$ cat config.mk
export PLATFORM = sky130hd
export DESIGN_NAME = pc_io_fabric
export DESIGN_NICKNAME = d
export VERILOG_FILES = /design/src/pc_io_pkg.sv /design/src/bus_return.sv /design/src/io_port_decoder.sv /design/src/mgmt_page_decoder.sv /design/src/pc_io_fabric.sv
export SDC_FILE = /design/constraint.sdc
export NUM_CORES = 1
export LEC_CHECK = 0
export ABC_AREA = 1
export BUFFER_PORTS_ARGS = -buffer_cell sky130_fd_sc_hd__buf_2
export CORE_AREA = 3 3 164 166
export CTS_BUF_LIST = sky130_fd_sc_hd__clkbuf_8
export DETAILED_ROUTE_END_ITERATION = 8
export DIE_AREA = 0 0 167 169
export SKIP_CTS_REPAIR_TIMING = 1
export SLEW_MARGIN = 10
export SYNTH_ARGS = -nofsm -noshare
export SYNTH_HDL_FRONTEND = slang
export SYNTH_HIERARCHICAL = 1
export SYNTH_SLANG_ARGS = --single-unit
$ cat constraint.sdc
create_clock -name clk_sys -period 1.9 [get_ports clk_sys]
set_clock_uncertainty 0.1 [all_clocks]
set_input_delay 0.285 -clock clk_sys [delete_from_list [all_inputs] [get_ports clk_sys]]
set_output_delay 0.285 -clock clk_sys [all_outputs]
set_load 0.01 [all_outputs]
$ cat src/pc_io_pkg.sv
`default_nettype none

package pc_io_pkg;

	localparam int IO_ADDR_W   = 16;
	localparam int IO_DATA_W   = 32;
	localparam int IO_SIZE_W   = 3;
	localparam int MGMT_ADDR_W = 16;
	localparam int MGMT_DATA_W = 32;

	// Decoded I/O device, also the bit index into the strobe vectors
	typedef enum logic [3:0] {
		DEV_NONE   = 4'd0,
		DEV_HDD0   = 4'd1,
		DEV_HDD1   = 4'd2,
		DEV_FDD0   = 4'd3,
		DEV_DMA    = 4'd4,
		DEV_PIC    = 4'd5,
		DEV_PIT    = 4'd6,
		DEV_PS2    = 4'd7,
		DEV_RTC    = 4'd8,
		DEV_SOUND  = 4'd9,
		DEV_UART   = 4'd10,
		DEV_VGA    = 4'd11,
		DEV_JOY    = 4'd12,
		DEV_SYSCTL = 4'd13
	} io_device_t;

	localparam int NUM_IO_DEV = 14;

	// Port ranges as base address plus number of ignored low address bits
	localparam logic [IO_ADDR_W-1:0] HDD0_BASE       = 16'h01F0;
	localparam int                   HDD0_IGN        = 3;
	localparam logic [IO_ADDR_W-1:0] HDD0_ALT        = 16'h03F6; // Alternate status
	localparam logic [IO_ADDR_W-1:0] HDD1_BASE       = 16'h0170;
	localparam int                   HDD1_IGN        = 3;
	localparam logic [IO_ADDR_W-1:0] HDD1_ALT        = 16'h0376;
	localparam logic [IO_ADDR_W-1:0] FDD0_BASE       = 16'h03F0;
	localparam int                   FDD0_IGN        = 3;
	localparam logic [IO_ADDR_W-1:0] DMA_MASTER_BASE = 16'h00C0;
	localparam int                   DMA_MASTER_IGN  = 5;
	localparam logic [IO_ADDR_W-1:0] DMA_PAGE_BASE   = 16'h0080;
	localparam int                   DMA_PAGE_IGN    = 4;
	localparam logic [IO_ADDR_W-1:0] DMA_SLAVE_BASE  = 16'h0000;
	localparam int                   DMA_SLAVE_IGN   = 4;
	localparam logic [IO_ADDR_W-1:0] PIC_MASTER_BASE = 16'h0020;
	localparam int                   PIC_MASTER_IGN  = 1;
	localparam logic [IO_ADDR_W-1:0] PIC_SLAVE_BASE  = 16'h00A0;
	localparam int                   PIC_SLAVE_IGN   = 1;
	localparam logic [IO_ADDR_W-1:0] PIT_BASE        = 16'h0040;
	localparam int                   PIT_IGN         = 2;
	localparam logic [IO_ADDR_W-1:0] PIT_ALT         = 16'h0061; // Speaker gate, inside the PS/2 range
	localparam logic [IO_ADDR_W-1:0] PS2_IO_BASE     = 16'h0060;
	localparam int                   PS2_IO_IGN      = 3;
	localparam logic [IO_ADDR_W-1:0] PS2_CTL_BASE    = 16'h0090;
	localparam int                   PS2_CTL_IGN     = 4;
	localparam logic [IO_ADDR_W-1:0] RTC_BASE        = 16'h0070;
	localparam int                   RTC_IGN         = 1;
	localparam logic [IO_ADDR_W-1:0] SB_BASE         = 16'h0220;
	localparam int                   SB_IGN          = 4;
	localparam logic [IO_ADDR_W-1:0] FM_BASE         = 16'h0388;
	localparam int                   FM_IGN          = 2;
	localparam logic [IO_ADDR_W-1:0] UART_BASE       = 16'h03F8;
	localparam int                   UART_IGN        = 3;
	localparam logic [IO_ADDR_W-1:0] MPU_BASE        = 16'h0330;
	localparam int                   MPU_IGN         = 1;
	localparam logic [IO_ADDR_W-1:0] VGA_B_BASE      = 16'h03B0;
	localparam logic [IO_ADDR_W-1:0] VGA_C_BASE      = 16'h03C0;
	localparam logic [IO_ADDR_W-1:0] VGA_D_BASE      = 16'h03D0;
	localparam int                   VGA_IGN         = 4;
	localparam logic [IO_ADDR_W-1:0] JOY_PORT        = 16'h0201;

	localparam logic [IO_ADDR_W-1:0] SYSCTL_PORT = 16'h8888;
	localparam logic [7:0]           SYSCTL_KEY  = 8'hA1;
	localparam logic [IO_SIZE_W-1:0] SYSCTL_SIZE = 3'd2;

	// Management bus targets, index into mgmt_dev_write
	typedef enum logic [2:0] {
		MGMT_NONE = 3'd0,
		MGMT_HDD0 = 3'd1,
		MGMT_HDD1 = 3'd2,
		MGMT_FDD0 = 3'd3,
		MGMT_RTC  = 3'd4
	} mgmt_target_t;

	localparam logic [7:0] MGMT_PAGE_HDD0 = 8'hF0;
	localparam logic [7:0] MGMT_PAGE_HDD1 = 8'hF1;
	localparam logic [7:0] MGMT_PAGE_FDD0 = 8'hF2;
	localparam logic [7:0] MGMT_PAGE_RTC  = 8'hF4;

endpackage

`default_nettype wire

$ cat src/bus_return.sv
`timescale 1ns/1ps
`default_nettype none

module bus_return (
	input  logic                              clk_sys,
	input  logic                              reset_cpu,
	input  pc_io_pkg::io_device_t             io_device,
	input  logic                              io_addr_alt,
	input  logic                              io_read,
	input  logic                              io_write,
	input  logic [pc_io_pkg::IO_SIZE_W-1:0]   io_datasize,
	input  logic [pc_io_pkg::IO_DATA_W-1:0]   io_writedata,
	input  logic [pc_io_pkg::IO_DATA_W-1:0]   hdd0_readdata,
	input  logic [pc_io_pkg::IO_DATA_W-1:0]   hdd1_readdata,
	input  logic [7:0]                        floppy_readdata,
	input  logic [7:0]                        dma_readdata,
	input  logic [7:0]                        pic_readdata,
	input  logic [7:0]                        pit_readdata,
	input  logic [7:0]                        ps2_readdata,
	input  logic [7:0]                        rtc_readdata,
	input  logic [7:0]                        sound_readdata,
	input  logic [7:0]                        uart_readdata,
	input  logic [7:0]                        vga_readdata,
	input  logic [7:0]                        joy_readdata,
	input  pc_io_pkg::mgmt_target_t           mgmt_target,
	input  logic                              mgmt_write,
	input  logic [pc_io_pkg::MGMT_DATA_W-1:0] fdd0_mgmt_readdata,
	input  logic [pc_io_pkg::MGMT_DATA_W-1:0] hdd0_mgmt_readdata,
	input  logic [pc_io_pkg::MGMT_DATA_W-1:0] hdd1_mgmt_readdata,
	output logic [pc_io_pkg::NUM_IO_DEV-1:0]  io_dev_read,
	output logic [pc_io_pkg::NUM_IO_DEV-1:0]  io_dev_write,
	output logic [pc_io_pkg::IO_DATA_W-1:0]   io_readdata,
	output logic                              io_io32,
	output logic [7:0]                        syscfg,
	output logic [4:0]                        mgmt_dev_write,
	output logic [pc_io_pkg::MGMT_DATA_W-1:0] mgmt_readdata
);

	logic [7:0] readdata8;
	logic       is_disk;
	logic       sysctl_load;

	// One-hot strobes, bit DEV_NONE stays low
	always_comb begin
		io_dev_read  = '0;
		io_dev_write = '0;
		if (io_device != pc_io_pkg::DEV_NONE) begin
			io_dev_read[io_device]  = io_read;
			io_dev_write[io_device] = io_write;
		end
	end

	assign is_disk = (io_device == pc_io_pkg::DEV_HDD0) || (io_device == pc_io_pkg::DEV_HDD1);
	assign io_io32 = (is_disk && !io_addr_alt) || (io_device == pc_io_pkg::DEV_SYSCTL);

	always_comb begin
		case (io_device)
			pc_io_pkg::DEV_FDD0:  readdata8 = floppy_readdata;
			pc_io_pkg::DEV_DMA:   readdata8 = dma_readdata;
			pc_io_pkg::DEV_PIC:   readdata8 = pic_readdata;
			pc_io_pkg::DEV_PIT:   readdata8 = pit_readdata;
			pc_io_pkg::DEV_PS2:   readdata8 = ps2_readdata;
			pc_io_pkg::DEV_RTC:   readdata8 = rtc_readdata;
			pc_io_pkg::DEV_SOUND: readdata8 = sound_readdata;
			pc_io_pkg::DEV_UART:  readdata8 = uart_readdata;
			pc_io_pkg::DEV_VGA:   readdata8 = vga_readdata;
			pc_io_pkg::DEV_JOY:   readdata8 = joy_readdata;
			default:              readdata8 = 8'hFF; // Open bus
		endcase
	end

	always_comb begin
		case (io_device)
			pc_io_pkg::DEV_HDD0: io_readdata = hdd0_readdata;
			pc_io_pkg::DEV_HDD1: io_readdata = hdd1_readdata;
			default:             io_readdata = {24'd0, readdata8};
		endcase
	end

	// Keyed word write to the control port
	assign sysctl_load = io_write && (io_device == pc_io_pkg::DEV_SYSCTL) &&
		(io_datasize == pc_io_pkg::SYSCTL_SIZE) &&
		(io_writedata[15:8] == pc_io_pkg::SYSCTL_KEY);

	always_ff @(posedge clk_sys) begin
		if (reset_cpu) begin
			syscfg <= 8'd0;
		end else if (sysctl_load) begin
			syscfg <= io_writedata[7:0];
		end
	end

	always_comb begin
		mgmt_dev_write = '0;
		if (mgmt_target != pc_io_pkg::MGMT_NONE) begin
			mgmt_dev_write[mgmt_target] = mgmt_write;
		end
	end

	always_comb begin
		case (mgmt_target)
			pc_io_pkg::MGMT_HDD0: mgmt_readdata = hdd0_mgmt_readdata;
			pc_io_pkg::MGMT_HDD1: mgmt_readdata = hdd1_mgmt_readdata;
			default:              mgmt_readdata = fdd0_mgmt_readdata; // RTC has no read path
		endcase
	end

endmodule

`default_nettype wire

$ cat src/io_port_decoder.sv
`timescale 1ns/1ps
`default_nettype none

module io_port_decoder (
	input  logic                             clk_sys,
	input  logic                             reset_cpu,
	input  logic [pc_io_pkg::IO_ADDR_W-1:0]  io_address,
	output pc_io_pkg::io_device_t            io_device,
	output logic                             io_addr_alt
);

	pc_io_pkg::io_device_t next_device;

	// Address falls in the block starting at base when the upper bits agree
	function automatic logic in_range(
		input logic [pc_io_pkg::IO_ADDR_W-1:0] addr,
		input logic [pc_io_pkg::IO_ADDR_W-1:0] base,
		input int                              ign
	);
		return (addr >> ign) == (base >> ign);
	endfunction

	// Disks first so 3F6h beats the floppy block and 61h goes to the PIT
	always_comb begin
		if (in_range(io_address, pc_io_pkg::HDD0_BASE, pc_io_pkg::HDD0_IGN) ||
			io_address == pc_io_pkg::HDD0_ALT) begin
			next_device = pc_io_pkg::DEV_HDD0;
		end else if (in_range(io_address, pc_io_pkg::HDD1_BASE, pc_io_pkg::HDD1_IGN) ||
			io_address == pc_io_pkg::HDD1_ALT) begin
			next_device = pc_io_pkg::DEV_HDD1;
		end else if (in_range(io_address, pc_io_pkg::FDD0_BASE, pc_io_pkg::FDD0_IGN)) begin
			next_device = pc_io_pkg::DEV_FDD0;
		end else if (in_range(io_address, pc_io_pkg::DMA_MASTER_BASE,
			pc_io_pkg::DMA_MASTER_IGN) ||
			in_range(io_address, pc_io_pkg::DMA_SLAVE_BASE, pc_io_pkg::DMA_SLAVE_IGN) ||
			in_range(io_address, pc_io_pkg::DMA_PAGE_BASE, pc_io_pkg::DMA_PAGE_IGN)) begin
			next_device = pc_io_pkg::DEV_DMA;
		end else if (in_range(io_address, pc_io_pkg::PIC_MASTER_BASE,
			pc_io_pkg::PIC_MASTER_IGN) ||
			in_range(io_address, pc_io_pkg::PIC_SLAVE_BASE, pc_io_pkg::PIC_SLAVE_IGN)) begin
			next_device = pc_io_pkg::DEV_PIC;
		end else if (in_range(io_address, pc_io_pkg::PIT_BASE, pc_io_pkg::PIT_IGN) ||
			io_address == pc_io_pkg::PIT_ALT) begin
			next_device = pc_io_pkg::DEV_PIT;
		end else if (in_range(io_address, pc_io_pkg::PS2_IO_BASE, pc_io_pkg::PS2_IO_IGN) ||
			in_range(io_address, pc_io_pkg::PS2_CTL_BASE, pc_io_pkg::PS2_CTL_IGN)) begin
			next_device = pc_io_pkg::DEV_PS2;
		end else if (in_range(io_address, pc_io_pkg::RTC_BASE, pc_io_pkg::RTC_IGN)) begin
			next_device = pc_io_pkg::DEV_RTC;
		end else if (in_range(io_address, pc_io_pkg::SB_BASE, pc_io_pkg::SB_IGN) ||
			in_range(io_address, pc_io_pkg::FM_BASE, pc_io_pkg::FM_IGN)) begin
			next_device = pc_io_pkg::DEV_SOUND;
		end else if (in_range(io_address, pc_io_pkg::UART_BASE, pc_io_pkg::UART_IGN) ||
			in_range(io_address, pc_io_pkg::MPU_BASE, pc_io_pkg::MPU_IGN)) begin
			next_device = pc_io_pkg::DEV_UART;
		end else if (in_range(io_address, pc_io_pkg::VGA_B_BASE, pc_io_pkg::VGA_IGN) ||
			in_range(io_address, pc_io_pkg::VGA_C_BASE, pc_io_pkg::VGA_IGN) ||
			in_range(io_address, pc_io_pkg::VGA_D_BASE, pc_io_pkg::VGA_IGN)) begin
			next_device = pc_io_pkg::DEV_VGA;
		end else if (io_address == pc_io_pkg::JOY_PORT) begin
			next_device = pc_io_pkg::DEV_JOY;
		end else if (io_address == pc_io_pkg::SYSCTL_PORT) begin
			next_device = pc_io_pkg::DEV_SYSCTL;
		end else begin
			next_device = pc_io_pkg::DEV_NONE;
		end
	end

	always_ff @(posedge clk_sys) begin
		if (reset_cpu) begin
			io_device   <= pc_io_pkg::DEV_NONE;
			io_addr_alt <= 1'b0;
		end else begin
			io_device   <= next_device;
			io_addr_alt <= io_address[9]; // 3F6h/376h sit above the task file
		end
	end

endmodule

`default_nettype wire

$ cat src/mgmt_page_decoder.sv
`timescale 1ns/1ps
`default_nettype none

module mgmt_page_decoder (
	input  logic                              clk_sys,
	input  logic                              reset_cpu,
	input  logic [pc_io_pkg::MGMT_ADDR_W-1:0] mgmt_address,
	output pc_io_pkg::mgmt_target_t           mgmt_target,
	output logic [3:0]                        mgmt_offset
);

	pc_io_pkg::mgmt_target_t next_target;
	logic [7:0]              page;

	assign page = mgmt_address[pc_io_pkg::MGMT_ADDR_W-1 -: 8];

	always_comb begin
		case (page)
			pc_io_pkg::MGMT_PAGE_HDD0: next_target = pc_io_pkg::MGMT_HDD0;
			pc_io_pkg::MGMT_PAGE_HDD1: next_target = pc_io_pkg::MGMT_HDD1;
			pc_io_pkg::MGMT_PAGE_FDD0: next_target = pc_io_pkg::MGMT_FDD0;
			pc_io_pkg::MGMT_PAGE_RTC:  next_target = pc_io_pkg::MGMT_RTC;
			default:                   next_target = pc_io_pkg::MGMT_NONE;
		endcase
	end

	always_ff @(posedge clk_sys) begin
		if (reset_cpu) begin
			mgmt_target <= pc_io_pkg::MGMT_NONE;
		end else begin
			mgmt_target <= next_target;
		end
	end

	// Register offset within the page, kept aligned with the target code
	always_ff @(posedge clk_sys) begin
		mgmt_offset <= mgmt_address[3:0];
	end

endmodule

`default_nettype wire

$ cat src/pc_io_fabric.sv
`timescale 1ns/1ps
`default_nettype none

module pc_io_fabric (
	input  logic                              clk_sys,
	input  logic                              reset_cpu,
	input  logic [pc_io_pkg::IO_ADDR_W-1:0]   io_address,
	input  logic                              io_read,
	input  logic                              io_write,
	input  logic [pc_io_pkg::IO_SIZE_W-1:0]   io_datasize,
	input  logic [pc_io_pkg::IO_DATA_W-1:0]   io_writedata,
	input  logic [pc_io_pkg::IO_DATA_W-1:0]   hdd0_readdata,
	input  logic [pc_io_pkg::IO_DATA_W-1:0]   hdd1_readdata,
	input  logic [7:0]                        floppy_readdata,
	input  logic [7:0]                        dma_readdata,
	input  logic [7:0]                        pic_readdata,
	input  logic [7:0]                        pit_readdata,
	input  logic [7:0]                        ps2_readdata,
	input  logic [7:0]                        rtc_readdata,
	input  logic [7:0]                        sound_readdata,
	input  logic [7:0]                        uart_readdata,
	input  logic [7:0]                        vga_readdata,
	input  logic [7:0]                        joy_readdata,
	input  logic [pc_io_pkg::MGMT_ADDR_W-1:0] mgmt_address,
	input  logic                              mgmt_write,
	input  logic [pc_io_pkg::MGMT_DATA_W-1:0] fdd0_mgmt_readdata,
	input  logic [pc_io_pkg::MGMT_DATA_W-1:0] hdd0_mgmt_readdata,
	input  logic [pc_io_pkg::MGMT_DATA_W-1:0] hdd1_mgmt_readdata,
	output logic [pc_io_pkg::NUM_IO_DEV-1:0]  io_dev_read,
	output logic [pc_io_pkg::NUM_IO_DEV-1:0]  io_dev_write,
	output logic [pc_io_pkg::IO_DATA_W-1:0]   io_readdata,
	output logic                              io_io32,
	output logic [7:0]                        syscfg,
	output logic [4:0]                        mgmt_dev_write,
	output logic [3:0]                        mgmt_offset,
	output logic [pc_io_pkg::MGMT_DATA_W-1:0] mgmt_readdata
);

	pc_io_pkg::io_device_t   io_device;
	logic                    io_addr_alt;
	pc_io_pkg::mgmt_target_t mgmt_target;

	io_port_decoder u_io_port_decoder (
		.clk_sys     (clk_sys),
		.reset_cpu   (reset_cpu),
		.io_address  (io_address),
		.io_device   (io_device),
		.io_addr_alt (io_addr_alt)
	);

	mgmt_page_decoder u_mgmt_page_decoder (
		.clk_sys      (clk_sys),
		.reset_cpu    (reset_cpu),
		.mgmt_address (mgmt_address),
		.mgmt_target  (mgmt_target),
		.mgmt_offset  (mgmt_offset)
	);

	bus_return u_bus_return (
		.clk_sys            (clk_sys),
		.reset_cpu          (reset_cpu),
		.io_device          (io_device),
		.io_addr_alt        (io_addr_alt),
		.io_read            (io_read),
		.io_write           (io_write),
		.io_datasize        (io_datasize),
		.io_writedata       (io_writedata),
		.hdd0_readdata      (hdd0_readdata),
		.hdd1_readdata      (hdd1_readdata),
		.floppy_readdata    (floppy_readdata),
		.dma_readdata       (dma_readdata),
		.pic_readdata       (pic_readdata),
		.pit_readdata       (pit_readdata),
		.ps2_readdata       (ps2_readdata),
		.rtc_readdata       (rtc_readdata),
		.sound_readdata     (sound_readdata),
		.uart_readdata      (uart_readdata),
		.vga_readdata       (vga_readdata),
		.joy_readdata       (joy_readdata),
		.mgmt_target        (mgmt_target),
		.mgmt_write         (mgmt_write),
		.fdd0_mgmt_readdata (fdd0_mgmt_readdata),
		.hdd0_mgmt_readdata (hdd0_mgmt_readdata),
		.hdd1_mgmt_readdata (hdd1_mgmt_readdata),
		.io_dev_read        (io_dev_read),
		.io_dev_write       (io_dev_write),
		.io_readdata        (io_readdata),
		.io_io32            (io_io32),
		.syscfg             (syscfg),
		.mgmt_dev_write     (mgmt_dev_write),
		.mgmt_readdata      (mgmt_readdata)
	);

endmodule

`default_nettype wire

Word-level counts from Yosys, hierarchy flattened --
Cells that the tools add are included.
Word-level totals: register bits 20, input port bits 312, output and inout port bits 110
Operators by class: $lt $le $gt $ge 4, equality and inequality tests 44, muxes and demuxes 24, bitwise operators 3, reductions and logical operators 26
Operator list (count):
- case mux 32 bit (2 select lines) | 2
- case mux 8 bit (10 select lines) | 1
- == test 12 x 6 -> 1 bit, second input constant | 4
- == test 16 x 10 -> 1 bit, second input constant | 3
- == test 8 bit, second input constant | 5
- AND 14 bit | 2
- 2-to-1 mux 14 bit | 2
- == test 13 x 6 -> 1 bit, second input constant | 2
- == test 13 x 7 -> 1 bit, second input constant | 2
- == test 12 x 4 -> 1 bit, second input constant | 2
- == test 4 bit, second input constant | 6
- 2-to-1 mux 4 bit | 6
- == test 16 bit, second input constant | 1
- == test 16 x 7 -> 1 bit, second input constant | 1
- == test 4 x 3 -> 1 bit, second input constant | 4
- logical NOT 16 bit | 1
- == test 15 x 5 -> 1 bit, second input constant | 1
- == test 15 x 6 -> 1 bit, second input constant | 1
- == test 15 x 7 -> 1 bit, second input constant | 1
- == test 15 x 9 -> 1 bit, second input constant | 1
- == test 14 x 5 -> 1 bit, second input constant | 1
- == test 14 x 8 -> 1 bit, second input constant | 1
- == test 13 x 4 -> 1 bit, second input constant | 1
- logical OR 1 bit | 13
- other kinds (24) | 37

Longest topological paths before layout --
Gate-level depths: netlist (run 1).
depth after elaboration 14, gate-level depth with buffers 13

Hierarchy --
The synthesis (run 1) kept the hierarchy.
By module, submodules not included:
- bus_return | times used 1, cells an instance 496, area each 2503.7 um^2
- io_port_decoder | times used 1, cells an instance 124, area each 650.6 um^2
- mgmt_page_decoder | times used 1, cells an instance 25, area each 220.2 um^2

Least setup slack after synthesis (run 1) --
No wires, ideal clock.
path type register -> output, from reg u_io_port_decoder.io_device[1], to out io_readdata[0] in the netlist's numbering, data arrival time 1236 ps, data required time 1515 ps, path slack 279 ps, cell stages (with the launch flop) 9, path buffers 1, path through dfxtp_1 -> nor2_1 -> clkbuf_1 -> nand3_1 -> nand2_1 -> nor2_1 -> nand3_1 -> nand2_1 -> nand2_1
On the way: cells in the longest elaborated chain, start to end 3
Ends and longest elaborated chain:
- start, declared | line io_port_decoder.sv:8 | output pc_io_pkg::io_device_t io_device,
- start signal, assigned | line io_port_decoder.sv:71 | io_device <= pc_io_pkg::DEV_NONE;
- start signal, assigned | line io_port_decoder.sv:74 | io_device <= next_device;
- == test 4 bit, or another cell as far along | line bus_return.sv:57 | case (io_device)
- case mux 8 bit (10 select lines) | line bus_return.sv:57
- case mux 32 bit (2 select lines) * | line bus_return.sv:73 | case (io_device)
- end, declared | line pc_io_fabric.sv:31 | output logic [pc_io_pkg::IO_DATA_W-1:0] io_readdata,
Every way passes the cells marked *; elsewhere a longest branch is shown, timed or not.

Final worst setup path (run 1) --
from reg u_io_port_decoder.io_device[3], to out io_readdata[0] in the netlist's numbering
The elaborated chain is that of the path after synthesis.

==> metrics.yaml, run 1 <==
outcome:
  run_status: "finished with violations"
  failed_checks: "setup timing"
logic_synthesis:
  syn_area_per_cell_um2: 5.23
  synth_edf_count: 0
  synth.top_cell.area_share_pct: 18.1
  ys.warnings.count: 6
  synth_ff_type: "dfxtp_1"
  ys_ff_latch: 20
  ys_async_sr_fraction_pct: 0
  synth_common_cells: "nand2_1 (163), inv_1 (110), nand3_1 (92), nor2_1 (92)"
  synth_top_cell_by_area: "nand2_1"
  synth_seq_area_share_pct: 11.9
  synth_top_cells_by_area: "nand2_1 (18%), nand3_1 (14%), inv_1 (12%)"
  netlist_instances: 645
  synth_cell_types: 30
  yosysMostFrequentCell: "nand2_1"
  synth_area_um2: 3370
sta:
  fin_tns_setup_ns: -3.40
  rsz0062_at_grt: "true"
  hold_violations: 0
  drv_slew: 0
  hold_slack_ns: 0.0533
  post-route-min-period_ns: 2.13
  fmax_mhz: 469
  setup_slack_ns: -0.231
  finalCritPeriodShare_pct: 112
  final-setup-viol-count: 37
layout:
  area.growth.synth_to_final_pct: 107
  fillCellCount: 2922
  seqCellArea_um2: 424
  finish.utilization_pct: 27.1
  final_cells: 1417
  multiInputGateArea_um2: 2750
  diodes: 0
  layout-drive-gt1-share_pct: 53.3
  layout.nets: 1395
clocking:
  cts-root-buf: "clkbuf_8"
  cts_tree: "built"
  clk_pin_slew_ns: 0.09
  htree_num_levels: 1
  clock_path_buffers: 2
  numCtsBuffers: 3
  clkLatencyLatePin_ns: 0.27
  cts.sinks: 20
worst_setup_path:
  critPathCaptureType: "output port"
  worst_ep_required_time_ns: 1.51
  arrival_ns: 1.75
  start_kind: "flip-flop"
  cp_max_fo: 6
  path_class: "reg -> out"
  reg2regPathDepth: 8
floorplan:
  start_util_pct: 13.1
  fp.dieW_um: 167
  fp.coreArea_um2: 25800
  dieArea_um2: 28200
  ios: 422
  rows: 59
  die_h_um: 169
pwr:
  p_per_area_nw_per_um2: 216
  peakVddDrop_mv: 0.212
  p_leak_nw: 4.01
route:
  drc_errors: 0
  vias_per_cell: 4.25
  drtPass1Iterations: 5
  antenna_left: 0
  drt-initial-drc-count: 428
  wl_per_cell_um: 15.6
  wl_um: 22100
  vias: 6017
placement:
  dp_slack_ns: -0.150
  place_congestion: 0.939
  placed_cells: 1386
  io_buffers: 398
  hpwl_um: 17600
global_route:
  use_met1_pct: 18.2
  grt_antenna_before_repair: 0
  grt_pass1_vias: 5179
  grt_use_met2_pct: 21.4
  grt_use_total_pct: 12.9
  grt_max_degree: 34
  gr-max-usage-layer: "met2"
  use_met3_pct: 1.47
  overflow: 0
  grt_pass1_wl_um: 29300
min_path:
  hp-class: "in -> reg"
  whs_path_depth: 1
flow_run:
  cap_violations: 0
-- cell families (layout without fill, tap and decap cells) --
| group | count (synthesis) | count (layout) | synth area share, % |
|---|---|---|---|
| AOI/OAI and AO/OA | 79 | 79 | 19.3 |
| buffers and inverters | 155 | 590 | 18.4 |
| DFF | 20 | 20 | 11.9 |
| other | 1 | 3 | 0.111 |
| and+or+nand+nor | 390 | 390 | 50.3 |
-- area by class of cell --
| type | count | area share [%] |
|---|---|---|
| Timing Repair Buffer | 465 | 40.5 |
| Multi-Input combinational cell | 472 | 39.4 |
| Inverter | 121 | 6.94 |
| Sequential cell | 20 | 6.08 |
| Tap cell | 335 | 6.01 |
| Clock buffer | 3 | 0.592 |
| Clock inverter | 1 | 0.430 |
-- worst paths after layout --
check,from,end,slack [ns]
worst max-delay path,u_io_port_decoder/io_device[3],io_readdata[0],-0.23
worst min-delay path,mgmt_address[2],u_mgmt_page_decoder/mgmt_offset[2],0.05
worst max register to register,u_io_port_decoder/io_device[0],u_bus_return/syscfg[4],0.34
worst min register to register,u_bus_return/syscfg[3],u_bus_return/syscfg[3],0.41
-- flip-flops by register name, indices dropped and copies added, names as in the netlist --
name / count
u_bus_return/syscfg: 8
u_io_port_decoder/io_addr_alt: 1
u_io_port_decoder/io_device: 4
u_mgmt_page_decoder/mgmt_offset: 4
u_mgmt_page_decoder/mgmt_target: 3
-- per-stage QoR --
stage               cell area, µm²  total power, W
detailed placement            6010         0.00101
finish                        6980         0.00151
CTS                           6090         0.00149
global placement              6010         0.00101
global route                  6980         0.00162
floorplan                     3380        0.000605
-- power by group --
part | internal, W | switching [W] | leakage (nW)
clock | 0.000282 | 0.000173 | 0.0357
combinational | 0.000323 | 0.000311 | 3.81
sequential | 0.000416 | 0.00000173 | 0.168
total | 0.00102 | 0.000486 | 4.01
-- layout by cell type (no fill, tap or decap), types with 12 or more instances in the layout --
cell | synthesis | layout
nand3_1 | 92 | 88
buf_2 | 13 | 396
a22o_1 | 32 | 31
nor3_1 | 13 | 13
buf_6 | 0 | 13
nor2_2 | 11 | 17
inv_1 | 110 | 105
nor2_1 | 92 | 78
buf_4 | 6 | 33
dfxtp_1 | 20 | 13
nand2_2 | 2 | 18
nand2_1 | 163 | 142
buf_12 | 0 | 12
o221ai_2 | 0 | 27
-- per-layer routing --
layer  up-vias  wire length (µm)
met5         -                 0
met4         0               397
met3        29              1390
met2       281             10700
met1      2735              9610
li1       2972                 -
-- critical path, stage by stage (launching register included) --
cell,delay [ns]
dfxtp_4,0.41
inv_4,0.06
nand2_2,0.08
nor2_4,0.04
buf_4,0.13
a21oi_4,0.20
buf_4,0.17
nor2_1,0.04
nand3_1,0.10
nand2_1,0.06
nand2_1,0.06
buf_2,0.12
(Power assumes the default switching activity.)
==> run 2, diff against run 1 <==
--- a/config.mk
+++ b/config.mk
@@ -15,5 +15,4 @@
 export SLEW_MARGIN = 10
 export SYNTH_ARGS = -nofsm -noshare
 export SYNTH_HDL_FRONTEND = slang
-export SYNTH_HIERARCHICAL = 1
 export SYNTH_SLANG_ARGS = --single-unit
==> metrics.yaml, run 2 <==
sta:
  hold_slack_ns: 0.0137  # was 0.0533 ns
  setup_slack_ns: -0.364  # was -0.231 ns
  hold_violations: 0  # unchanged
  fmax_mhz: 442  # was 469 MHz
  final-setup-viol-count: 60  # was 37
  finalCritPeriodShare_pct: 119  # was 112%
  drv_slew: 0  # unchanged
  rsz0062_at_grt: "true"  # unchanged
  post-route-min-period_ns: 2.26  # was 2.13 ns
placement:
  io_buffers: 398  # unchanged
  placed_cells: 1369  # was 1386
  hpwl_um: 20100  # was 17600 µm
  place_congestion: 0.947  # was 0.939
route:
  drc_errors: 0  # unchanged
  antenna_left: 0  # unchanged
  vias_per_cell: 4.22  # was 4.25
  wl_per_cell_um: 17.9  # was 15.6 µm
  drt-initial-drc-count: 205  # was 428
  wl_um: 25000  # was 22100 µm
  drtPass1Iterations: 4  # was 5
  vias: 5909  # was 6017
logic_synthesis:
  ys.warnings.count: 0  # was 6
  synth.top_cell.area_share_pct: 17.4  # was 18.1%
  synth_top_cell_by_area: "nand2_1"  # unchanged
  syn_area_per_cell_um2: 5.29  # was 5.23 µm²
  synth_seq_area_share_pct: 12.4  # was 11.9%
  synth_ff_type: "dfxtp_1"  # unchanged
  synth_cell_types: 29  # was 30
  synth_area_um2: 3240  # was 3370 µm²
  yosysMostFrequentCell: "nand2_1"  # unchanged
  ys_async_sr_fraction_pct: 0  # unchanged
  netlist_instances: 613  # was 645
  ys_ff_latch: 20  # unchanged
  synth_top_cells_by_area: "nand2_1 (17%), inv_1 (14%), dfxtp_1 (12%)"  # was nand2_1 (18%), nand3_1 (14%), inv_1 (12%)
  synth_edf_count: 0  # unchanged
  synth_common_cells: "nand2_1 (150), inv_1 (122), nor2_1 (103)"  # was nand2_1 (163), inv_1 (110), nand3_1 (92), nor2_1 (92)
floorplan:
  dieArea_um2: 28200  # unchanged
  ios: 422  # unchanged
  die_h_um: 169  # unchanged
  start_util_pct: 12.6  # was 13.1%
  rows: 59  # unchanged
  fp.dieW_um: 167  # unchanged
  fp.coreArea_um2: 25800  # unchanged
layout:
  final_common_cell: "buf_2"  # unchanged
  final_cell_mix: "buf_2 (392), inv_1 (110), nand2_1 (99)"  # was buf_2 (396), nand2_1 (142), inv_1 (105)
  reg.largest.list: "u_bus_return.syscfg: 8 flops, u_io_port_decoder.io_device: 4 flops, u_mgmt_page_decoder.mgmt_offset: 4 flops"  # was u_bus_return/syscfg: 8 flops, u_io_port_decoder/io_device: 4 flops, u_mgmt_page_decoder/mgmt_offset: 4 flops
  area.growth.synth_to_final_pct: 123  # was 107%
  layout-drive-gt1-share_pct: 59.5  # was 53.3%
  layout.nets: 1376  # was 1395
  final_cells: 1401  # was 1417
  largest_reg_flops: 8  # unchanged
  top_register: "u_bus_return.syscfg"  # was u_bus_return/syscfg
worst_setup_path:
  crit_slowest_cell: "dfxtp_4"  # unchanged
  path_class: "reg -> out"  # unchanged
  start_kind: "flip-flop"  # unchanged
  slowest_delay_ns: 0.40  # was 0.41 ns
  path_cells: "inv_4 -> nand2_4 -> nor2_2 -> buf_4 -> nand2_1 -> nand4_1 -> o31ai_2 -> nand3_1 -> buf_2"  # was inv_4 -> nand2_2 -> nor2_4 -> buf_4 -> a21oi_4 -> buf_4 -> nor2_1 -> nand3_1 -> nand2_1 -> nand2_1 -> buf_2
  critPathCaptureType: "output port"  # unchanged
  worst_ep_required_time_ns: 1.51  # about the same
  cp_max_fo: 4  # was 6
  arrival_ns: 1.88  # was 1.75 ns
global_route:
  grt_use_total_pct: 14.6  # was 12.9%
  grt_max_degree: 34  # unchanged
  overflow: 0  # unchanged
  grt_pass1_wl_um: 32200  # was 29300 µm
  grt_antenna_before_repair: 5  # was 0
  grt_pass1_vias: 5428  # was 5179
clocking:
  cts-root-buf: "clkbuf_8"  # unchanged
  cts.sinks: 20  # unchanged
  cts_tree: "built"  # unchanged
  clkLatencyLatePin_ns: 0.27  # about the same
  clock_path_buffers: 2  # unchanged
  numCtsBuffers: 3  # unchanged
  clk_pin_slew_ns: 0.08  # was 0.09 ns
  htree_num_levels: 1  # unchanged
min_path:
  hp-class: "in -> reg"  # unchanged
pwr:
  peakVddDrop_mv: 0.259  # was 0.212 mV
  p_leak_nw: 3.96  # was 4.01 nW
  p_per_area_nw_per_um2: 200  # was 216 nW/µm²
flow_run:
  cap_violations: 0  # unchanged
outcome:
  run_status: "finished with violations"  # unchanged
  failed_checks: "setup timing"  # unchanged
[run 2: path summary, 6_finish.rpt]
kind                                  startpoint                            endpoint  slack (ns)  depth (start not counted)
setup reg to reg  u_io_port_decoder.io_device[2]              u_bus_return.syscfg[5]        0.26                          8
setup / recovery  u_io_port_decoder.io_device[3]                      io_readdata[3]       -0.36                          9
hold / removal                   mgmt_address[1]  u_mgmt_page_decoder.mgmt_offset[1]        0.01                          1
hold reg to reg           u_bus_return.syscfg[0]              u_bus_return.syscfg[0]        0.42                          2
[run 2: worst max-delay path, delay by kind of cell, from the launching register on]
family	cells	cell delay, ns
AND/OR/NAND/NOR	5	0.49
flip-flops	1	0.40
buffers and inverters	3	0.39
AO/OA/AOI/OAI	1	0.31
[run 2: kinds of logic (layout without fill, tap and decap cells)]
group	count (synthesis)	after routing	share of synthesized area, %
AOI/OAI and AO/OA	96	96	23.2
buffers and inverters	151	598	18.1
DFF	20	20	12.4
other	1	6	0.116
and+or+nand+nor	345	346	46.2
[run 2: final cells by class]
cell class / count / area, µm²
repair buffers: 466 / 2880
fillers: 2883 / 18500
diodes: 3 / 7.51
clock buffers: 4 / 55.1
inverters: 128 / 500
multi-input cells: 445 / 2950
well taps: 335 / 419
flip-flops and latches: 20 / 422
[run 2: routing by layer]
layer  track usage (%)  up-vias  part of all wire (%)  wire length, µm
met4              2.37        4                   1.4              345
met3              3.83       22                   7.2             1800
met1              16.1     2735                    37             9320
met5                 0        -                 0.076               19
met2              28.3      245                    54            13600
li1                  -     2903                     -                -
[run 2: stage by stage]
| step | TNS [ns] | power [W] | instance area (µm²) | setup slack (ns) | utilization, % |
|---|---|---|---|---|---|
| after floorplan | 0 | 0.000606 | 3250 | 0.221 | - |
| after global placement | -1.23 | 0.00100 | 5980 | -0.325 | 23.2 |
| after detailed placement | -1.36 | 0.00101 | 5980 | -0.285 | 23.2 |
| after CTS | -15.29 | 0.00140 | 6040 | -0.603 | 23.4 |
| after global routing | -13.09 | 0.00155 | 7230 | -0.436 | 28.1 |
| final | -7.36 | 0.00145 | 7230 | -0.364 | 28.1 |
[run 2: power by group]
part           internal (W)  total, W  switching, W
registers          0.000418  0.000420    0.00000258
clock network      0.000185  0.000358      0.000172
logic              0.000338  0.000667      0.000330
total              0.000941   0.00145      0.000505
==> run 3, diff against run 2 <==
--- a/config.mk
+++ b/config.mk
@@ -11,7 +11,7 @@
 export CTS_BUF_LIST = sky130_fd_sc_hd__clkbuf_8
 export DETAILED_ROUTE_END_ITERATION = 8
 export DIE_AREA = 0 0 167 169
-export SKIP_CTS_REPAIR_TIMING = 1
+export HOLD_SLACK_MARGIN = 0.1
 export SLEW_MARGIN = 10
 export SYNTH_ARGS = -nofsm -noshare
 export SYNTH_HDL_FRONTEND = slang
==> metrics.yaml, run 3 (synthesis gave the netlist of run 2 again) <==
route:
  vias_per_cell: 4.26  # was 4.22
  antenna_left: 0  # unchanged
  drtPass1Iterations: 4  # unchanged
  drc_errors: 0  # unchanged
  wl_per_cell_um: 18.2  # was 17.9 µm
  drt-initial-drc-count: 183  # was 205
  wl_um: 25800  # was 25000 µm
  vias: 6039  # was 5909
min_path:
  worstHoldStart: "io_writedata[2]"  # was mgmt_address[1]
  hp-class: "in -> reg"  # unchanged
layout:
  layout-drive-gt1-share_pct: 60.8  # was 59.5%
  layout.nets: 1389  # was 1376
  final_common_cell: "buf_2"  # unchanged
  final_cells: 1418  # was 1401
  fillCellCount: 2829  # was 2883
  top_register: "u_bus_return.syscfg"  # unchanged
  reg.largest.list: "u_bus_return.syscfg: 8 flops, u_io_port_decoder.io_device: 4 flops, u_mgmt_page_decoder.mgmt_offset: 4 flops"  # unchanged
  largest_reg_flops: 8  # unchanged
  area.growth.synth_to_final_pct: 138  # was 123%
  final_cell_mix: "buf_2 (385), inv_1 (110), nand2_1 (94)"  # was buf_2 (392), inv_1 (110), nand2_1 (99)
placement:
  placed_cells: 1369  # unchanged
  place_congestion: 0.947  # unchanged
  dp_slack_ns: -0.285  # unchanged
  io_buffers: 398  # unchanged
  hpwl_um: 20100  # unchanged
floorplan:
  rows: 59  # unchanged
  ios: 422  # unchanged
  fp.dieW_um: 167  # unchanged
  start_util_pct: 12.6  # unchanged
  dieArea_um2: 28200  # unchanged
  die_h_um: 169  # unchanged
  fp.coreArea_um2: 25800  # unchanged
clocking:
  clkLatencyLatePin_ns: 0.27  # about the same
  cts_tree: "built"  # unchanged
  htree_num_levels: 1  # unchanged
  clock_path_buffers: 2  # unchanged
  cts-root-buf: "clkbuf_8"  # unchanged
  clk_pin_slew_ns: 0.09  # was 0.08 ns
  numCtsBuffers: 3  # unchanged
  cts.sinks: 20  # unchanged
global_route:
  grt_pass1_vias: 5846  # was 5428
  grt_max_degree: 34  # unchanged
  overflow: 0  # unchanged
  grt_antenna_before_repair: 9  # was 5
  grt_pass1_wl_um: 34500  # was 32200 µm
  grt_use_total_pct: 15.7  # was 14.6%
worst_setup_path:
  slowest_delay_ns: 0.41  # was 0.40 ns
  start_kind: "flip-flop"  # unchanged
  r2r-start: "u_io_port_decoder.io_device[2]"  # unchanged
  crit_buf_inv: 3  # unchanged
  path_cells: "nor2_4 -> inv_2 -> nor2_4 -> buf_6 -> nand2_2 -> nand4_1 -> o31ai_4 -> nand3_2 -> buf_6"  # was inv_4 -> nand2_4 -> nor2_2 -> buf_4 -> nand2_1 -> nand4_1 -> o31ai_2 -> nand3_1 -> buf_2
  cp_max_fo: 4  # unchanged
  path_class: "reg -> out"  # unchanged
  critPathCaptureType: "output port"  # unchanged
  crit_slowest_cell: "dfxtp_4"  # unchanged
  arrival_ns: 1.84  # was 1.88 ns
  worst_ep_required_time_ns: 1.51  # about the same
  critical_path.top_delay_family: "simple AND/OR/NAND/NOR gates"  # unchanged
  worstSetupStartpoint: "u_io_port_decoder.io_device[0]"  # was u_io_port_decoder.io_device[3]
pwr:
  p_per_area_nw_per_um2: 191  # was 200 nW/µm²
  power_frac_comb_pct: 47.4  # was 46.2%
  seq_power_share_pct: 28.4  # was 29.1%
  switching_share_pct: 35.0  # was 34.9%
  peakVddDrop_mv: 0.258  # was 0.259 mV
  p_leak_nw: 4.14  # was 3.96 nW
  switchingPower_w: 0.000516  # was 0.000505 W
  intPower_w: 0.000959  # was 0.000941 W
  clkPwrFrac_pct: 24.2  # was 24.7%
flow_run:
  cap_violations: 0  # unchanged
sta:
  rsz0062_at_grt: "true"  # unchanged
  hold_violations: 0  # unchanged
  drv_slew: 0  # unchanged
  setup_slack_ns: -0.325  # was -0.364 ns
  post-route-min-period_ns: 2.22  # was 2.26 ns
  final-setup-viol-count: 58  # was 60
  fin_tns_setup_ns: -8.21  # was -7.36 ns
  finalCritPeriodShare_pct: 117  # was 119%
  fmax_mhz: 449  # was 442 MHz
outcome:
  run_status: "finished with violations"  # unchanged
  failed_checks: "setup timing"  # unchanged
==> run 3: path summary, 6_finish.rpt <==
check	endpoint	slack (ns)	cells past startpoint
worst max-delay path	io_readdata[3]	-0.32	9
worst min register to register	u_bus_return.syscfg[5]	0.42	2
worst min-delay path	u_bus_return.syscfg[2]	0.13	3
worst max register to register	u_bus_return.syscfg[5]	0.13	8
==> run 3: tightest hold or removal path, stage by stage <==
cell	delay (ns)
buf_2	0.08
nor2_1	0.03
nor2_1	0.08
==> run 3: area by class of cell <==
cell class	instances	area, µm²	area share, %
inverter	128	520	6.74
timing repair buffer	479	3190	41.3
sequential	20	424	5.49
clock buffer	4	55.1	0.712
antenna	7	17.5	0.227
multi-input combinational	445	3100	40.2
tap	335	419	5.42
==> run 3: metrics by stage <==
step,power (W),utilization (%),cell area (µm²),hold slack [ns]
2_1_floorplan,0.000606,-,3250,0.213
3_3_place_gp,0.00100,23.2,5980,0.289
3_5_place_dp,0.00101,23.2,5980,0.289
4_1_cts,0.00147,27.0,6960,0.106
5_1_grt,0.00158,30.0,7730,0.116
6_report,0.00147,30.0,7730,0.128
==> run 3: layer usage <==
| metal | wire, µm | global-route usage (%) | share of wire, % |
|---|---|---|---|
| met1 | 9500 | 16.9 | 37 |
| met2 | 13600 | 30.4 | 53 |
| met3 | 1920 | 3.83 | 7.4 |
| met4 | 718 | 4.38 | 2.8 |
| met5 | 19 | 0 | 0.074 |
==> run 3: power groups by stage <==
stage / clock, W / combinational (W) / sequential, W
finish: 0.000357 / 0.000699 / 0.000419
global route: 0.000400 / 0.000763 / 0.000420
CTS: 0.000394 / 0.000657 / 0.000422
detailed placement: 0 / 0.000571 / 0.000437
global placement: 0 / 0.000566 / 0.000438
floorplan: 0 / 0.000168 / 0.000439
==> run 3: repair_timing <==
| item | 4_1_cts | 5_1_grt |
|---|---|---|
| endpoints found under the hold margin | 5 | 0 |
| endpoints found under the setup margin | 87 | 81 |
| hold buffers | 5 | 0 |
| setup buffers | 10 | 9 |
| pin swaps | 29 | 75 |
| gates resized for setup | 157 | 126 |
| gates cloned | 6 | 13 |
